## config.mk

```make
export PLATFORM = sky130hd
export DESIGN_NAME = fpu_misc
export DESIGN_NICKNAME = d
export VERILOG_FILES = /design/src/fpu_op_pkg.sv /design/src/fpu_format_pkg.sv /design/src/fpu_misc.sv /design/src/fpu_result_queue.sv /design/src/fpu_issue_stage.sv /design/src/fp_sign_move_unit.sv /design/src/fp_compare_unit.sv /design/src/fp_operand_decode.sv
export SDC_FILE = /design/constraint.sdc
export NUM_CORES = 1
export LEC_CHECK = 0
export BUFFER_PORTS_ARGS = -buffer_cell sky130_fd_sc_hd__clkbuf_2
export CAP_MARGIN = 10
export CORE_UTILIZATION = 55
export CTS_CLUSTER_DIAMETER = 80
export DETAILED_ROUTE_END_ITERATION = 10
export PLACE_DENSITY_LB_ADDON = 0.3
export SYNTH_ARGS = -nofsm -noshare
export SYNTH_HDL_FRONTEND = slang
export SYNTH_SLANG_ARGS = --single-unit
```

## constraint.sdc

```tcl
create_clock -name clk -period 15.7 [get_ports clk]
set_clock_uncertainty 0.15 [all_clocks]
set_input_delay 2.355 -clock clk [delete_from_list [all_inputs] [get_ports clk]]
set_output_delay 2.355 -clock clk [all_outputs]
set_load 0.01 [all_outputs]
```

## src/fpu_op_pkg.sv

```systemverilog
// Operation, mode and precision codes for the single-cycle FP unit,
// plus the layout of the IEEE exception flags.
// The scheduler, the issue stage and both units share these.
package fpu_op_pkg;

	typedef enum logic [3:0] {
		op_fsgn    = 4'd5,	// sign injection
		op_fminmax = 4'd6,
		op_fcmp    = 4'd12,
		op_fclass  = 4'd13,
		op_fmv     = 4'd14
	} fpu_op_t;

	typedef logic [1:0] fmode_t;

	// fsgn modes
	localparam fmode_t mode_j  = 2'd0;
	localparam fmode_t mode_jn = 2'd1;
	localparam fmode_t mode_jx = 2'd2;

	// fminmax modes
	localparam fmode_t mode_min = 2'd0;
	localparam fmode_t mode_max = 2'd1;

	// fcmp modes
	localparam fmode_t mode_le = 2'd0;
	localparam fmode_t mode_lt = 2'd1;
	localparam fmode_t mode_eq = 2'd2;

	typedef enum logic {
		prec_s = 1'b0,
		prec_d = 1'b1
	} fprec_t;

	// nv is the msb, nx the lsb
	typedef struct packed {
		logic nv;	// invalid
		logic dz;	// divide by zero
		logic of;	// overflow
		logic uf;	// underflow
		logic nx;	// inexact
	} fflags_t;

endpackage

```

## src/fpu_format_pkg.sv

```systemverilog
// IEEE 754 field layout shared by the single-cycle FP unit.
// S values sit NaN-boxed in the low half of a 64-bit register.
// Also holds the canonical NaNs and the fclass bit positions.
package fpu_format_pkg;

	localparam int xlen = 64;	// FP and integer register width

	localparam int s_exp_bits = 8;
	localparam int s_man_bits = 23;
	localparam int d_exp_bits = 11;
	localparam int d_man_bits = 52;

	// upper half of a valid S value
	localparam logic [xlen/2-1:0] nan_box = 32'hffff_ffff;

	localparam logic [xlen-1:0] s_canon_nan = {nan_box, 32'h7fc0_0000};
	localparam logic [xlen-1:0] d_canon_nan = 64'h7ff8_0000_0000_0000;

	// one-hot class mask written by fclass
	typedef logic [9:0] fclass_t;

	localparam int fc_neg_inf  = 0;
	localparam int fc_neg_norm = 1;
	localparam int fc_neg_sub  = 2;
	localparam int fc_neg_zero = 3;
	localparam int fc_pos_zero = 4;
	localparam int fc_pos_sub  = 5;
	localparam int fc_pos_norm = 6;
	localparam int fc_pos_inf  = 7;
	localparam int fc_snan     = 8;
	localparam int fc_qnan     = 9;

endpackage
```

## src/fpu_misc.sv

```systemverilog
// Top level of the single-cycle FP unit: sign injection, min/max,
// compares, fclass and moves. Issue register, two operand decoders,
// the compare and sign/move units, and the credited result queue.
module fpu_misc import fpu_format_pkg::*, fpu_op_pkg::*; #(
	parameter int TAG_W       = 5,
	parameter int QUEUE_DEPTH = 4,
	parameter int OUT_CREDITS = 2
) (
	input  logic             clk,
	input  logic             rst_n,
	input  logic             in_valid,
	input  fpu_op_t          op,
	input  fmode_t           mode,
	input  fprec_t           prec,
	input  logic             xfer_dir,
	input  logic [TAG_W-1:0] rd,
	input  logic [xlen-1:0]  fr1,
	input  logic [xlen-1:0]  fr2,
	input  logic [xlen-1:0]  ir1,
	input  logic             res_credit,
	output logic             issue_credit,
	output logic             res_valid,
	output logic [xlen-1:0]  result,
	output logic [TAG_W-1:0] res_rd,
	output logic             res_fp,
	output fflags_t          res_exceptions
);

	logic             s_valid;
	fpu_op_t          s_op;
	fmode_t           s_mode;
	fprec_t           s_prec;
	logic             s_xfer_dir;
	logic [TAG_W-1:0] s_rd;
	logic [xlen-1:0]  s_fr1, s_fr2, s_ir1;

	logic                  a_sign, a_is_zero, a_is_sub, a_is_inf, a_is_nan, a_is_snan;
	logic [d_exp_bits-1:0] a_exp;
	logic [d_man_bits-1:0] a_man;
	logic                  b_sign, b_is_zero, b_is_inf, b_is_nan, b_is_snan;
	logic [d_exp_bits-1:0] b_exp;
	logic [d_man_bits-1:0] b_man;

	logic [xlen-1:0] cmp_result, sm_result;
	logic            cmp_fp, cmp_nv, sm_fp;

	fpu_issue_stage #(.TAG_W(TAG_W)) u_issue (
		.clk(clk), .rst_n(rst_n), .in_valid(in_valid),
		.op(op), .mode(mode), .prec(prec), .xfer_dir(xfer_dir), .rd(rd),
		.fr1(fr1), .fr2(fr2), .ir1(ir1),
		.s_valid(s_valid), .s_op(s_op), .s_mode(s_mode), .s_prec(s_prec),
		.s_xfer_dir(s_xfer_dir), .s_rd(s_rd),
		.s_fr1(s_fr1), .s_fr2(s_fr2), .s_ir1(s_ir1)
	);

	fp_operand_decode u_dec_a (
		.val(s_fr1), .prec(s_prec), .sign(a_sign), .exp(a_exp), .man(a_man),
		.is_zero(a_is_zero), .is_sub(a_is_sub), .is_inf(a_is_inf),
		.is_nan(a_is_nan), .is_snan(a_is_snan)
	);

	// operand 2 subnormal flag has no consumer
	fp_operand_decode u_dec_b (
		.val(s_fr2), .prec(s_prec), .sign(b_sign), .exp(b_exp), .man(b_man),
		.is_zero(b_is_zero), .is_sub(), .is_inf(b_is_inf),
		.is_nan(b_is_nan), .is_snan(b_is_snan)
	);

	fp_compare_unit u_cmp (
		.s_op(s_op), .s_mode(s_mode), .s_prec(s_prec), .s_fr1(s_fr1), .s_fr2(s_fr2),
		.a_sign(a_sign), .a_exp(a_exp), .a_man(a_man), .a_is_zero(a_is_zero),
		.a_is_inf(a_is_inf), .a_is_nan(a_is_nan), .a_is_snan(a_is_snan),
		.b_sign(b_sign), .b_exp(b_exp), .b_man(b_man), .b_is_zero(b_is_zero),
		.b_is_inf(b_is_inf), .b_is_nan(b_is_nan), .b_is_snan(b_is_snan),
		.cmp_result(cmp_result), .cmp_fp(cmp_fp), .cmp_nv(cmp_nv)
	);

	fp_sign_move_unit u_sm (
		.s_op(s_op), .s_mode(s_mode), .s_prec(s_prec), .s_xfer_dir(s_xfer_dir),
		.s_fr1(s_fr1), .s_ir1(s_ir1), .a_sign(a_sign), .a_is_zero(a_is_zero),
		.a_is_sub(a_is_sub), .a_is_inf(a_is_inf), .a_is_nan(a_is_nan),
		.a_is_snan(a_is_snan), .b_sign(b_sign),
		.sm_result(sm_result), .sm_fp(sm_fp)
	);

	fpu_result_queue #(
		.TAG_W(TAG_W), .QUEUE_DEPTH(QUEUE_DEPTH), .OUT_CREDITS(OUT_CREDITS)
	) u_queue (
		.clk(clk), .rst_n(rst_n), .s_valid(s_valid), .s_op(s_op), .s_rd(s_rd),
		.cmp_result(cmp_result), .cmp_fp(cmp_fp), .cmp_nv(cmp_nv),
		.sm_result(sm_result), .sm_fp(sm_fp), .res_credit(res_credit),
		.res_valid(res_valid), .result(result), .res_rd(res_rd), .res_fp(res_fp),
		.res_exceptions(res_exceptions), .issue_credit(issue_credit)
	);

endmodule

```

## src/fpu_result_queue.sv

```systemverilog
// Result FIFO between the units and writeback. Picks the unit by op,
// stores one entry per s_valid and sends the oldest out while result
// credits remain. Each entry leaving returns an issue credit upstream.
module fpu_result_queue import fpu_format_pkg::*, fpu_op_pkg::*; #(
	parameter int TAG_W       = 5,
	parameter int QUEUE_DEPTH = 4,
	parameter int OUT_CREDITS = 2
) (
	input  logic             clk,
	input  logic             rst_n,
	input  logic             s_valid,
	input  fpu_op_t          s_op,
	input  logic [TAG_W-1:0] s_rd,
	input  logic [xlen-1:0]  cmp_result,
	input  logic             cmp_fp,
	input  logic             cmp_nv,
	input  logic [xlen-1:0]  sm_result,
	input  logic             sm_fp,
	input  logic             res_credit,
	output logic             res_valid,
	output logic [xlen-1:0]  result,
	output logic [TAG_W-1:0] res_rd,
	output logic             res_fp,
	output fflags_t          res_exceptions,
	output logic             issue_credit
);

	localparam int PTR_W = (QUEUE_DEPTH > 1) ? $clog2(QUEUE_DEPTH) : 1;
	localparam int CNT_W = $clog2(QUEUE_DEPTH + 1);
	localparam int CRD_W = $clog2(OUT_CREDITS + 1);

	logic [xlen-1:0]  mem_result [QUEUE_DEPTH];
	logic [TAG_W-1:0] mem_rd [QUEUE_DEPTH];
	logic             mem_fp [QUEUE_DEPTH];
	logic             mem_nv [QUEUE_DEPTH];
	logic [PTR_W-1:0] wr_ptr, rd_ptr;
	logic [CNT_W-1:0] used_cnt;
	logic [CRD_W-1:0] credit_cnt;
	logic             from_cmp;

	function automatic logic [PTR_W-1:0] ptr_inc(input logic [PTR_W-1:0] p);
		if (p == PTR_W'(QUEUE_DEPTH - 1))
			return '0;
		return p + 1'b1;
	endfunction

	assign from_cmp = s_op == op_fcmp || s_op == op_fminmax;

	// no full check, issue credits keep a slot free
	always_ff @(posedge clk) begin
		if (s_valid) begin
			mem_result[wr_ptr] <= from_cmp ? cmp_result : sm_result;
			mem_rd[wr_ptr] <= s_rd;
			mem_fp[wr_ptr] <= from_cmp ? cmp_fp : sm_fp;
			mem_nv[wr_ptr] <= from_cmp & cmp_nv;	// sign/move ops never raise nv
		end
	end

	always_ff @(posedge clk) begin
		if (!rst_n) begin
			wr_ptr <= '0;
			rd_ptr <= '0;
			used_cnt <= '0;
			credit_cnt <= CRD_W'(OUT_CREDITS);
		end else begin
			if (s_valid)
				wr_ptr <= ptr_inc(wr_ptr);
			if (res_valid)
				rd_ptr <= ptr_inc(rd_ptr);
			case ({s_valid, res_valid})
				2'b10:   used_cnt <= used_cnt + 1'b1;
				2'b01:   used_cnt <= used_cnt - 1'b1;
				default: used_cnt <= used_cnt;
			endcase
			case ({res_credit, res_valid})
				2'b10:   credit_cnt <= credit_cnt + 1'b1;
				2'b01:   credit_cnt <= credit_cnt - 1'b1;
				default: credit_cnt <= credit_cnt;
			endcase
		end
	end

	assign res_valid = used_cnt != '0 && credit_cnt != '0;	// pops on this edge
	assign issue_credit = res_valid;

	assign result = mem_result[rd_ptr];
	assign res_rd = mem_rd[rd_ptr];
	assign res_fp = mem_fp[rd_ptr];

	always_comb begin
		res_exceptions.nv = mem_nv[rd_ptr];
		res_exceptions.dz = 1'b0;
		res_exceptions.of = 1'b0;
		res_exceptions.uf = 1'b0;
		res_exceptions.nx = 1'b0;
	end

endmodule

```

## src/fpu_issue_stage.sv

```systemverilog
// Input register of the FP unit. Holds an accepted operation for one
// cycle so the decoders and units see stable operands.
module fpu_issue_stage import fpu_format_pkg::*, fpu_op_pkg::*; #(
	parameter int TAG_W = 5
) (
	input  logic             clk,
	input  logic             rst_n,
	input  logic             in_valid,
	input  fpu_op_t          op,
	input  fmode_t           mode,
	input  fprec_t           prec,
	input  logic             xfer_dir,
	input  logic [TAG_W-1:0] rd,
	input  logic [xlen-1:0]  fr1,
	input  logic [xlen-1:0]  fr2,
	input  logic [xlen-1:0]  ir1,
	output logic             s_valid,
	output fpu_op_t          s_op,
	output fmode_t           s_mode,
	output fprec_t           s_prec,
	output logic             s_xfer_dir,
	output logic [TAG_W-1:0] s_rd,
	output logic [xlen-1:0]  s_fr1,
	output logic [xlen-1:0]  s_fr2,
	output logic [xlen-1:0]  s_ir1
);

	always_ff @(posedge clk) begin
		if (!rst_n)
			s_valid <= 1'b0;
		else
			s_valid <= in_valid;
	end

	always_ff @(posedge clk) begin
		if (in_valid) begin	// payload only moves on an issue
			s_op <= op;
			s_mode <= mode;
			s_prec <= prec;
			s_xfer_dir <= xfer_dir;
			s_rd <= rd;
			s_fr1 <= fr1;
			s_fr2 <= fr2;
			s_ir1 <= ir1;
		end
	end

endmodule

```

## src/fp_sign_move_unit.sv

```systemverilog
// Sign injection, FCLASS and the FMV moves between register files.
// Purely combinational, fed from the issue stage and operand 1's decoder.
module fp_sign_move_unit import fpu_format_pkg::*, fpu_op_pkg::*; (
	input  fpu_op_t         s_op,
	input  fmode_t          s_mode,
	input  fprec_t          s_prec,
	input  logic            s_xfer_dir,
	input  logic [xlen-1:0] s_fr1,
	input  logic [xlen-1:0] s_ir1,
	input  logic            a_sign,
	input  logic            a_is_zero,
	input  logic            a_is_sub,
	input  logic            a_is_inf,
	input  logic            a_is_nan,
	input  logic            a_is_snan,
	input  logic            b_sign,
	output logic [xlen-1:0] sm_result,
	output logic            sm_fp
);

	logic            new_sign;
	logic [xlen-1:0] sgn_res;
	logic [xlen-1:0] mv_res;
	fclass_t         cls;

	always_comb begin
		case (s_mode)
			mode_j:  new_sign = b_sign;
			mode_jn: new_sign = !b_sign;
			mode_jx: new_sign = a_sign ^ b_sign;
			default: new_sign = b_sign;
		endcase
	end

	// upper half of an S value is left as it came in
	assign sgn_res = (s_prec == prec_s) ?
		{s_fr1[xlen-1:xlen/2], new_sign, s_fr1[xlen/2-2:0]} :
		{new_sign, s_fr1[xlen-2:0]};

	always_comb begin
		cls = '0;
		if (a_is_nan) begin
			if (a_is_snan)
				cls[fc_snan] = 1'b1;
			else
				cls[fc_qnan] = 1'b1;
		end else if (a_is_inf) begin
			cls[a_sign ? fc_neg_inf : fc_pos_inf] = 1'b1;
		end else if (a_is_zero) begin
			cls[a_sign ? fc_neg_zero : fc_pos_zero] = 1'b1;
		end else if (a_is_sub) begin
			cls[a_sign ? fc_neg_sub : fc_pos_sub] = 1'b1;
		end else begin
			cls[a_sign ? fc_neg_norm : fc_pos_norm] = 1'b1;
		end
	end

	always_comb begin
		if (s_xfer_dir) begin	// int -> fp
			mv_res = (s_prec == prec_s) ? {nan_box, s_ir1[xlen/2-1:0]} : s_ir1;
		end else begin	// fp -> int, S sign-extended
			mv_res = (s_prec == prec_s) ?
				{{(xlen/2){s_fr1[xlen/2-1]}}, s_fr1[xlen/2-1:0]} : s_fr1;
		end
	end

	always_comb begin
		case (s_op)
			op_fsgn: begin
				sm_result = sgn_res;
				sm_fp = 1'b1;
			end
			op_fclass: begin
				sm_result = {{(xlen - $bits(fclass_t)){1'b0}}, cls};
				sm_fp = 1'b0;
			end
			op_fmv: begin
				sm_result = mv_res;
				sm_fp = s_xfer_dir;
			end
			default: begin
				sm_result = '0;
				sm_fp = 1'b0;
			end
		endcase
	end

endmodule

```

## src/fp_compare_unit.sv

```systemverilog
// FMIN/FMAX and FEQ/FLT/FLE on two decoded operands, with the invalid flag.
// Purely combinational, fed from the issue stage registers.
module fp_compare_unit import fpu_format_pkg::*, fpu_op_pkg::*; (
	input  fpu_op_t               s_op,
	input  fmode_t                s_mode,
	input  fprec_t                s_prec,
	input  logic [xlen-1:0]       s_fr1,
	input  logic [xlen-1:0]       s_fr2,
	input  logic                  a_sign,
	input  logic [d_exp_bits-1:0] a_exp,
	input  logic [d_man_bits-1:0] a_man,
	input  logic                  a_is_zero,
	input  logic                  a_is_inf,
	input  logic                  a_is_nan,
	input  logic                  a_is_snan,
	input  logic                  b_sign,
	input  logic [d_exp_bits-1:0] b_exp,
	input  logic [d_man_bits-1:0] b_man,
	input  logic                  b_is_zero,
	input  logic                  b_is_inf,
	input  logic                  b_is_nan,
	input  logic                  b_is_snan,
	output logic [xlen-1:0]       cmp_result,
	output logic                  cmp_fp,
	output logic                  cmp_nv
);

	logic eq, lt;
	logic any_nan, any_snan;
	logic cmp_bit;
	logic pick_low, pick_a;
	logic [xlen-1:0] canon_nan;

	assign any_nan = a_is_nan | b_is_nan;
	assign any_snan = a_is_snan | b_is_snan;
	assign canon_nan = (s_prec == prec_d) ? d_canon_nan : s_canon_nan;

	// ordering of two non-NaN operands, a against b
	always_comb begin
		if (a_is_zero && b_is_zero) begin	// -0 == +0
			eq = 1'b1;
			lt = 1'b0;
		end else if (a_sign != b_sign) begin
			eq = 1'b0;
			lt = a_sign;
		end else if (a_is_inf || b_is_inf) begin
			eq = a_is_inf && b_is_inf;
			lt = !eq && (a_is_inf == a_sign);
		end else if (a_exp != b_exp) begin
			eq = 1'b0;
			lt = (a_exp < b_exp) ^ a_sign;	// magnitude order flips for negatives
		end else if (a_man != b_man) begin
			eq = 1'b0;
			lt = (a_man < b_man) ^ a_sign;
		end else begin
			eq = 1'b1;
			lt = 1'b0;
		end
	end

	always_comb begin
		case (s_mode)
			mode_le: cmp_bit = (eq | lt) & !any_nan;
			mode_lt: cmp_bit = lt & !any_nan;
			mode_eq: cmp_bit = eq & !any_nan;
			default: cmp_bit = 1'b0;
		endcase
	end

	// on equal values take a when negative so min(-0,+0) is -0
	assign pick_low = eq ? a_sign : lt;

	always_comb begin
		case (s_mode)
			mode_min: pick_a = pick_low;
			mode_max: pick_a = !pick_low;
			default:  pick_a = pick_low;
		endcase
	end

	always_comb begin
		if (s_op == op_fminmax) begin
			cmp_fp = 1'b1;
			cmp_nv = any_snan;
			case ({a_is_nan, b_is_nan})
				2'b01:   cmp_result = s_fr1;	// other operand wins over a nan
				2'b10:   cmp_result = s_fr2;
				2'b11:   cmp_result = canon_nan;
				default: cmp_result = pick_a ? s_fr1 : s_fr2;
			endcase
		end else begin
			cmp_fp = 1'b0;
			cmp_nv = any_snan | (any_nan & (s_mode != mode_eq));	// signalling compares
			cmp_result = {{(xlen - 1){1'b0}}, cmp_bit};
		end
	end

endmodule

```

## src/fp_operand_decode.sv

```systemverilog
// Splits one register operand into sign, exponent, mantissa and class
// flags. S values are rebiased and left-aligned into the D field widths
// so the compare logic sees one format. A badly boxed S reads as qNaN.
module fp_operand_decode import fpu_format_pkg::*, fpu_op_pkg::*; (
	input  logic [xlen-1:0]       val,
	input  fprec_t                prec,
	output logic                  sign,
	output logic [d_exp_bits-1:0] exp,
	output logic [d_man_bits-1:0] man,
	output logic                  is_zero,
	output logic                  is_sub,
	output logic                  is_inf,
	output logic                  is_nan,
	output logic                  is_snan
);

	// S bias 127 moved up to D bias 1023
	localparam logic [d_exp_bits-1:0] bias_adj =
		d_exp_bits'((1 << (d_exp_bits - 1)) - (1 << (s_exp_bits - 1)));

	logic [s_exp_bits-1:0] s_exp;
	logic [s_man_bits-1:0] s_man;
	logic                  boxed;

	assign s_exp = val[s_man_bits +: s_exp_bits];
	assign s_man = val[s_man_bits-1:0];
	assign boxed = val[xlen-1:xlen/2] == nan_box;

	always_comb begin
		if (prec == prec_d) begin
			sign = val[xlen-1];
			exp = val[d_man_bits +: d_exp_bits];
			man = val[d_man_bits-1:0];
		end else if (!boxed) begin	// canonical qnan
			sign = 1'b0;
			exp = '1;
			man = {1'b1, {(d_man_bits - 1){1'b0}}};
		end else begin
			sign = val[s_exp_bits + s_man_bits];
			if (s_exp == '0) begin
				exp = '0;	// zero and subnormal keep exponent 0
			end else if (&s_exp) begin
				exp = '1;
			end else begin
				exp = {{(d_exp_bits - s_exp_bits){1'b0}}, s_exp} + bias_adj;
			end
			man = {s_man, {(d_man_bits - s_man_bits){1'b0}}};
		end
	end

	assign is_zero = exp == '0 && man == '0;
	assign is_sub  = exp == '0 && man != '0;
	assign is_inf  = &exp && man == '0;
	assign is_nan  = &exp && man != '0;
	assign is_snan = is_nan && !man[d_man_bits-1];	// quiet bit clear

endmodule

```

# --- Word-level counts from Yosys, hierarchy flattened ---
# Memory sizes are Yosys's and may differ from the RTL's. A register that Yosys moved wholly into a read port is not among the register bits.
# Cells that the tools add are included.
classes:
  bitwise: 12
  n_reduce_logical: 42
  div: 0
  n_mul: 0
  n_eq_ne: 23
  n_mux: 85
  add_sub_neg: 8
  shift: 0
  n_lt_le_gt_ge: 10
op_table:
  columns: ["cell", "n"]
  rows:
  - ["$mux W64", 8]
  - ["$pmux W64 S3", 2]
  - ["$mux W52", 4]
  - ["$ge A32 B1 Y1 const B", 4]
  - ["$lt A32 B6 Y1 const B", 4]
  - ["$logic_not A52 Y1", 2]
  - ["$reduce_bool A52 Y1", 2]
  - ["$mux W11", 8]
  - ["$eq A32 B32 Y1 const B", 2]
  - ["$lt A52 B52 Y1", 1]
  - ["$ne A52 B52 Y1", 1]
  - ["$mux W1", 33]
  - ["$mux W10", 3]
  - ["$mux W2", 13]
  - ["$add A8 B10 Y11 const B", 2]
  - ["$logic_not A11 Y1", 2]
  - ["$reduce_and A11 Y1", 2]
  - ["$logic_and A1 B1 Y1", 17]
  - ["$demux W1 S4", 4]
  - ["$logic_not A8 Y1", 2]
  - ["$reduce_and A8 Y1", 2]
  - ["$eq A2 B2 Y1 const B", 7]
  - ["$eq A4 B4 Y1 const B", 3]
  - ["$mux W3", 4]
  - ["24 further kinds", 48]
word_totals:
  regBits: 215
  output_inout_bits: 77
  memories: 4
  rom_bits: 0
  in_bits: 209
  ramBits: 284
  wordCells: 197
  latchBits: 0
memory_table:
  columns: ["memory", "depth", "width", "rd", "rd_clocked_by_memory_dff", "wr", "line_no", "rtl"]
  rows:
  - ["u_queue.mem_result", 4, 64, 1, 1, 1, "fpu_result_queue.sv:32", "logic [xlen-1:0] mem_result [QUEUE_DEPTH];"]
  - ["u_queue.mem_rd", 4, 5, 1, 1, 1, "fpu_result_queue.sv:33", "logic [TAG_W-1:0] mem_rd [QUEUE_DEPTH];"]
  - ["u_queue.mem_fp", 4, 1, 1, 1, 1, "fpu_result_queue.sv:34", "logic mem_fp [QUEUE_DEPTH];"]
  - ["u_queue.mem_nv", 4, 1, 1, 1, 1, "fpu_result_queue.sv:35", "logic mem_nv [QUEUE_DEPTH];"]

# --- Longest topological paths before layout ---
logic_depth:
  depth_word: 20
  ltp_mapped: 22
  depth_no_buf: 18

# --- By module ---
# Synthesis repeated with hierarchy kept, for this count alone.
hier_totals:
  hier_cells: 1795
  hier_area_um2: 24816.3
modules_own_cells:
  columns: ["mod", "cells_each", "area_per_inst_um2", "instances", "seq_area_each_um2"]
  rows:
  - ["fpu_result_queue", 513, 11781.3, 1, 8748.4]
  - ["fpu_issue_stage", 207, 6182.2, 1, 6175.9]
  - ["fp_compare_unit", 501, 3316.9, 1, 0.0]
  - ["fp_sign_move_unit", 264, 1544.0, 1, 0.0]
  - ["fp_operand_decode at u_dec_a", 158, 1027.2, 1, 0.0]
  - ["fp_operand_decode at u_dec_b", 152, 964.7, 1, 0.0]

# --- Least setup slack after synthesis ---
# OpenSTA, ideal clock, no wires.
synth_timing:
  kind: "register -> register"
  startpoint: "reg u_issue.s_prec"
  endpoint: "mem u_queue.mem_result[0][44] (data pin)"
  arrival_ns: 5.295
  stages_incl_launch_ff: 23
  setup_time_ns: 0.295
  path_buffers: 8
  slack_ns: 9.961
  required_time_ns: 15.255
  synth_period_minus_slack_ns: 5.739
  cell_sequence: "edfxtp_1 > buf_2 > buf_1 > clkbuf_1 > clkbuf_1 > clkbuf_1 > clkbuf_1 > buf_1 > nand2_1 > ha_1 > a21o_1 > a21o_1 > a221o_1 > a22o_1 > o31a_1 > o211ai_1 > a21boi_1 > o31ai_4 > xnor2_4 > buf_2 > mux2_2 > o21ai_1 > o221ai_1"
synth_via:
  elab_chain_len: 16
  elab_cells_between_ends: 58
  classes_between: "order compare: 2; eq/ne: 7; mux: 27; bitwise: 2; reduce/logical: 20"
synth_rtl:
  columns: ["element", "line_no", "rtl"]
  rows:
  - ["start, declared", "fpu_issue_stage.sv:20", "output fprec_t s_prec,"]
  - ["start signal, assigned", "fpu_issue_stage.sv:39", "s_prec <= prec;"]
  - ["branches (longest 15 deep; another with $lt A52 B52 Y1)", null, null]
  - ["$mux W64 *", "fpu_result_queue.sv:52", "mem_result[wr_ptr] <= from_cmp ? cmp_result : sm_result;"]
  - ["end, declared", "fpu_result_queue.sv:32", null]
# Every way passes the cells marked *.

# --- Worst setup path in the final report ---
layout_timing:
  startpoint: "reg u_issue.s_fr1[33]"
  endpoint: "mem u_queue.mem_result[3][31] (data pin)"
layout_via:
  elab_chain_len: 18
  elab_cells_between_ends: 51
  classes_between: "order compare: 2; eq/ne: 8; mux: 25; bitwise: 3; reduce/logical: 13"
layout_rtl:
  columns: ["element", "line_no", "rtl"]
  rows:
  - ["start, declared", "fpu_issue_stage.sv:23", "output logic [xlen-1:0] s_fr1,"]
  - ["start signal, assigned", "fpu_issue_stage.sv:42", "s_fr1 <= fr1;"]
  - ["branches (longest 17 deep; another with $lt A52 B52 Y1)", null, null]
  - ["$mux W64 *", "fpu_result_queue.sv:52", null]
# Marked as above.

==> results.sh <==
export IMPL_ant_nets=0
export IMPL_hold_ws_ns=0.354
export IMPL_htreeDepth=2
export IMPL_io_buffer_count=281
export IMPL_min_period_ns=7.08
export IMPL_r2r_slack_ns=8.62
export IMPL_final_cell_mix="edfxtp_1, clkbuf_2, o21ai_0"
export IMPL_area_growth_pct=15.6
export IMPL_ys_ff_latch=501
export IMPL_cts_resized=0
export IMPL_antenna_found_initial=5
export IMPL_grt_ovfl_total=0
export IMPL_tightestPinTransition_ns=1.17
export IMPL_ys_warn_count=0
export IMPL_async_flop_share=0
export IMPL_grt_pass1_wl_um=106000
export IMPL_finalPower_uw=3560
export IMPL_vias_per_cell=6.70
export IMPL_place_inst=2443
export IMPL_cpMaxStageDelayCell="o21a_1"
export IMPL_critPathCaptureType="flop"
export IMPL_synth_seq_area_share=0.632
export IMPL_synth_edf_count=489
export IMPL_syn_cell_area_mm2=0.0236
export IMPL_r2r_start="u_issue.s_fr1[33]$_DFFE_PP_"
export IMPL_cp_startpoint="u_issue.s_fr1[33]$_DFFE_PP_"
export IMPL_rows=75
export IMPL_status="finished, final reports clean"
export IMPL_cp_slowest_stage_delay_ns=0.93
export IMPL_hold_buffers=0
export IMPL_grt_max_degree=145
export IMPL_place_gp_congestion=1.01
export IMPL_rsz0062_at_grt="no"
export IMPL_p_leak_uw=0.0101
export IMPL_grt_pass1_vias=16800
export IMPL_setup_viol=0
export IMPL_die_h_um=209
export IMPL_vias=17000
export IMPL_cap_violations=0
export IMPL_wl_um=71800
export IMPL_path_cells="nand4_1 -> or4_4 -> or3_4 -> nand2b_1 -> o21ai_0 -> inv_1 -> ha_1 -> nand4_1 -> or2_2 -> or3_1 -> nor3_1 -> o31ai_1 -> a21boi_1 -> o31ai_4 -> xnor2_4 -> buf_4 -> o21a_1 -> a21oi_1 -> o21ai_0"
export IMPL_slew_viol_final=0
export IMPL_clk_transition_reported_paths_ns=0.06
export IMPL_ioPinCount=286
export IMPL_synthFlopType="edfxtp_1"
export IMPL_p_per_area_mw_per_mm2=130
export IMPL_fillers=3042
export IMPL_max_clock_freq_mhz=141
export IMPL_fin_ws_ns=8.62
export IMPL_arrival_ns=7.28
export IMPL_cts_made_buffers=52
export IMPL_cts_setup_buffers=0
export IMPL_fin_nets=2243
export IMPL_yosysUniqueCellTypes=78
export IMPL_syn_area_per_cell_um2=13.9
export IMPL_die_x_um=209
export IMPL_dr_pass1_iters=6
export IMPL_drc=0
export IMPL_wl_per_cell_um=28.3
export IMPL_hold_path_class="reg -> reg"
export IMPL_r2r_end="u_queue.mem_result[3][31]$_DFFE_PP_"
export IMPL_cp_required_ns=15.91
export IMPL_grtUsageTotal=0.330
export IMPL_start_util=0.560
export IMPL_clk_insertion_delay_late_ns=0.61
export IMPL_die_area_mm2=0.0437
export IMPL_netlist_instances=1698
export IMPL_cts_buffer_depth=3
export IMPL_slew_headroom=0.219
export IMPL_drive_above_1_share=0.250
export IMPL_period_share=0.451
export IMPL_crit_end="u_queue.mem_result[3][31]$_DFFE_PP_"
export IMPL_place_ws_ns=8.78
export IMPL_layout_commonest_cell="edfxtp_1"
export IMPL_layout_cells_non_filler=2537
export IMPL_place_detailed_hpwl_um=50500
export IMPL_hold_viol_final=0
export IMPL_coreArea_mm2=0.0421
export IMPL_tns_ns=0
export IMPL_critPathLaunchType="flop"
export IMPL_drt_iter0_drc=2086
export IMPL_vdd_drop_max_mv=0.108
export IMPL_cts_root_buffer="clkbuf_16"
export IMPL_reg2reg_depth=19
export IMPL_tritoncts="yes"
export IMPL_worst_setup_path_type="reg -> reg"
export IMPL_path_max_fanout=34
export IMPL_clkSinkCount=501
==> synthesized netlist by cell type (14+ instances only) <==
cell / number / area share
nand3_1: 23 / 0.0049
and2_1: 41 / 0.011
a22o_1: 18 / 0.0067
inv_1: 42 / 0.0067
nor4_1: 26 / 0.0069
clkbuf_1: 73 / 0.012
ha_1: 75 / 0.040
o21ai_0: 142 / 0.030
o221ai_1: 20 / 0.0074
o21ai_1: 20 / 0.0042
mux4_2: 71 / 0.068
nand4_1: 33 / 0.0087
nand2_1: 106 / 0.017
edfxtp_1: 489 / 0.62
nor3_1: 22 / 0.0047
a221o_1: 20 / 0.0085
and3_1: 25 / 0.0066
a22oi_1: 14 / 0.0045
o211ai_1: 14 / 0.0045
a21oi_1: 105 / 0.022
nor2_1: 57 / 0.0091
o22ai_1: 19 / 0.0050
a21o_1: 29 / 0.0092
or3_1: 16 / 0.0042
==> metal layers <==
| metal | vias to the layer above | wire [µm] | GRT usage | share of wire |
|---|---|---|---|---|
| li1 | 7289 | - | - | - |
| met1 | 8477 | 29300 | 0.468 | 0.41 |
| met2 | 1054 | 32400 | 0.503 | 0.45 |
| met3 | 178 | 7200 | 0.0700 | 0.10 |
| met4 | 6 | 2890 | 0.128 | 0.040 |
| met5 | - | 43 | 0 | 0.00060 |
==> worst min path at each step <==
| stage | startpoint | end | slack, ns | cells past startpoint |
|---|---|---|---|---|
| after floorplan | u_issue.s_rd[0]$_DFFE_PP_ | u_queue.mem_rd[0][0]$_DFFE_PP_ | 0.31 | 0 |
| after global placement | u_issue.s_rd[1]$_DFFE_PP_ | u_queue.mem_rd[2][1]$_DFFE_PP_ | 0.32 | 0 |
| after detailed placement | u_issue.s_rd[2]$_DFFE_PP_ | u_queue.mem_rd[2][2]$_DFFE_PP_ | 0.34 | 0 |
| after CTS | u_issue.s_rd[2]$_DFFE_PP_ | u_queue.mem_rd[0][2]$_DFFE_PP_ | 0.36 | 0 |
| after global routing | u_issue.s_rd[4]$_DFFE_PP_ | u_queue.mem_rd[0][4]$_DFFE_PP_ | 0.38 | 0 |
| final | u_issue.s_rd[2]$_DFFE_PP_ | u_queue.mem_rd[0][2]$_DFFE_PP_ | 0.35 | 0 |
==> logic make-up (layout without fill, tap and decap cells) <==
group,Yosys count,in the layout,share of synthesized area
DFF,501,501,0.632
AOI/OAI and AO/OA,466,466,0.127
and+or+nand+nor,402,402,0.0899
buffers and inverters,141,437,0.0238
muxes,102,102,0.0819
adders and majority gates,76,76,0.0406
xor gates and xnor gates,9,9,0.00445
other,1,5,0.000159
==> cell type report <==
| cell class | count | area [µm²] | share of cell area |
|---|---|---|---|
| Sequential cell | 501 | 14900 | 0.547 |
| Clock inverter | 31 | 377 | 0.0138 |
| Antenna cell | 1 | 2.50 | 0.0000917 |
| Tap cell | 539 | 674 | 0.0247 |
| Multi-Input combinational cell | 1059 | 8170 | 0.299 |
| Clock buffer | 62 | 1380 | 0.0506 |
| Inverter | 42 | 158 | 0.00578 |
| Timing Repair Buffer | 302 | 1590 | 0.0581 |
==> registers in the layout (all words and copies together), names as in the netlist, 3 cells and up, named ones only <==
name	flops
u_queue.mem_result	256
u_issue.s_op	4
u_queue.mem_fp	4
u_issue.s_rd	5
u_queue.mem_rd	20
u_issue.s_fr1	64
u_queue.mem_nv	4
u_issue.s_ir1	64
u_issue.s_fr2	64
u_queue.used_cnt	3
==> critical path, delay by kind of cell (launching register included) <==
kind / cells / cell delay [ns]
compound gates: 7 / 2.50
buf+inv: 2 / 0.60
xor+xnor: 1 / 0.14
flops: 1 / 0.46
simple gates: 8 / 2.66
fa+ha+maj: 1 / 0.31
==> stage by stage <==
step | util | area, µm²
detailed placement | 0.606 | 25500
finish | 0.647 | 27300
CTS | 0.647 | 27300
floorplan | - | 23600
global route | 0.647 | 27300
global placement | 0.606 | 25500
==> report_power, final <==
| group | leakage, µW | internal (µW) | switching, µW | total, µW |
|---|---|---|---|---|
| clock | 0.000860 | 746 | 518 | 1260 |
| combinational | 0.00435 | 280 | 359 | 639 |
| sequential | 0.00484 | 1550 | 99.9 | 1650 |
| total | 0.0101 | 2580 | 977 | 3560 |
No activity file was read; power rests on OpenSTA's default activity.
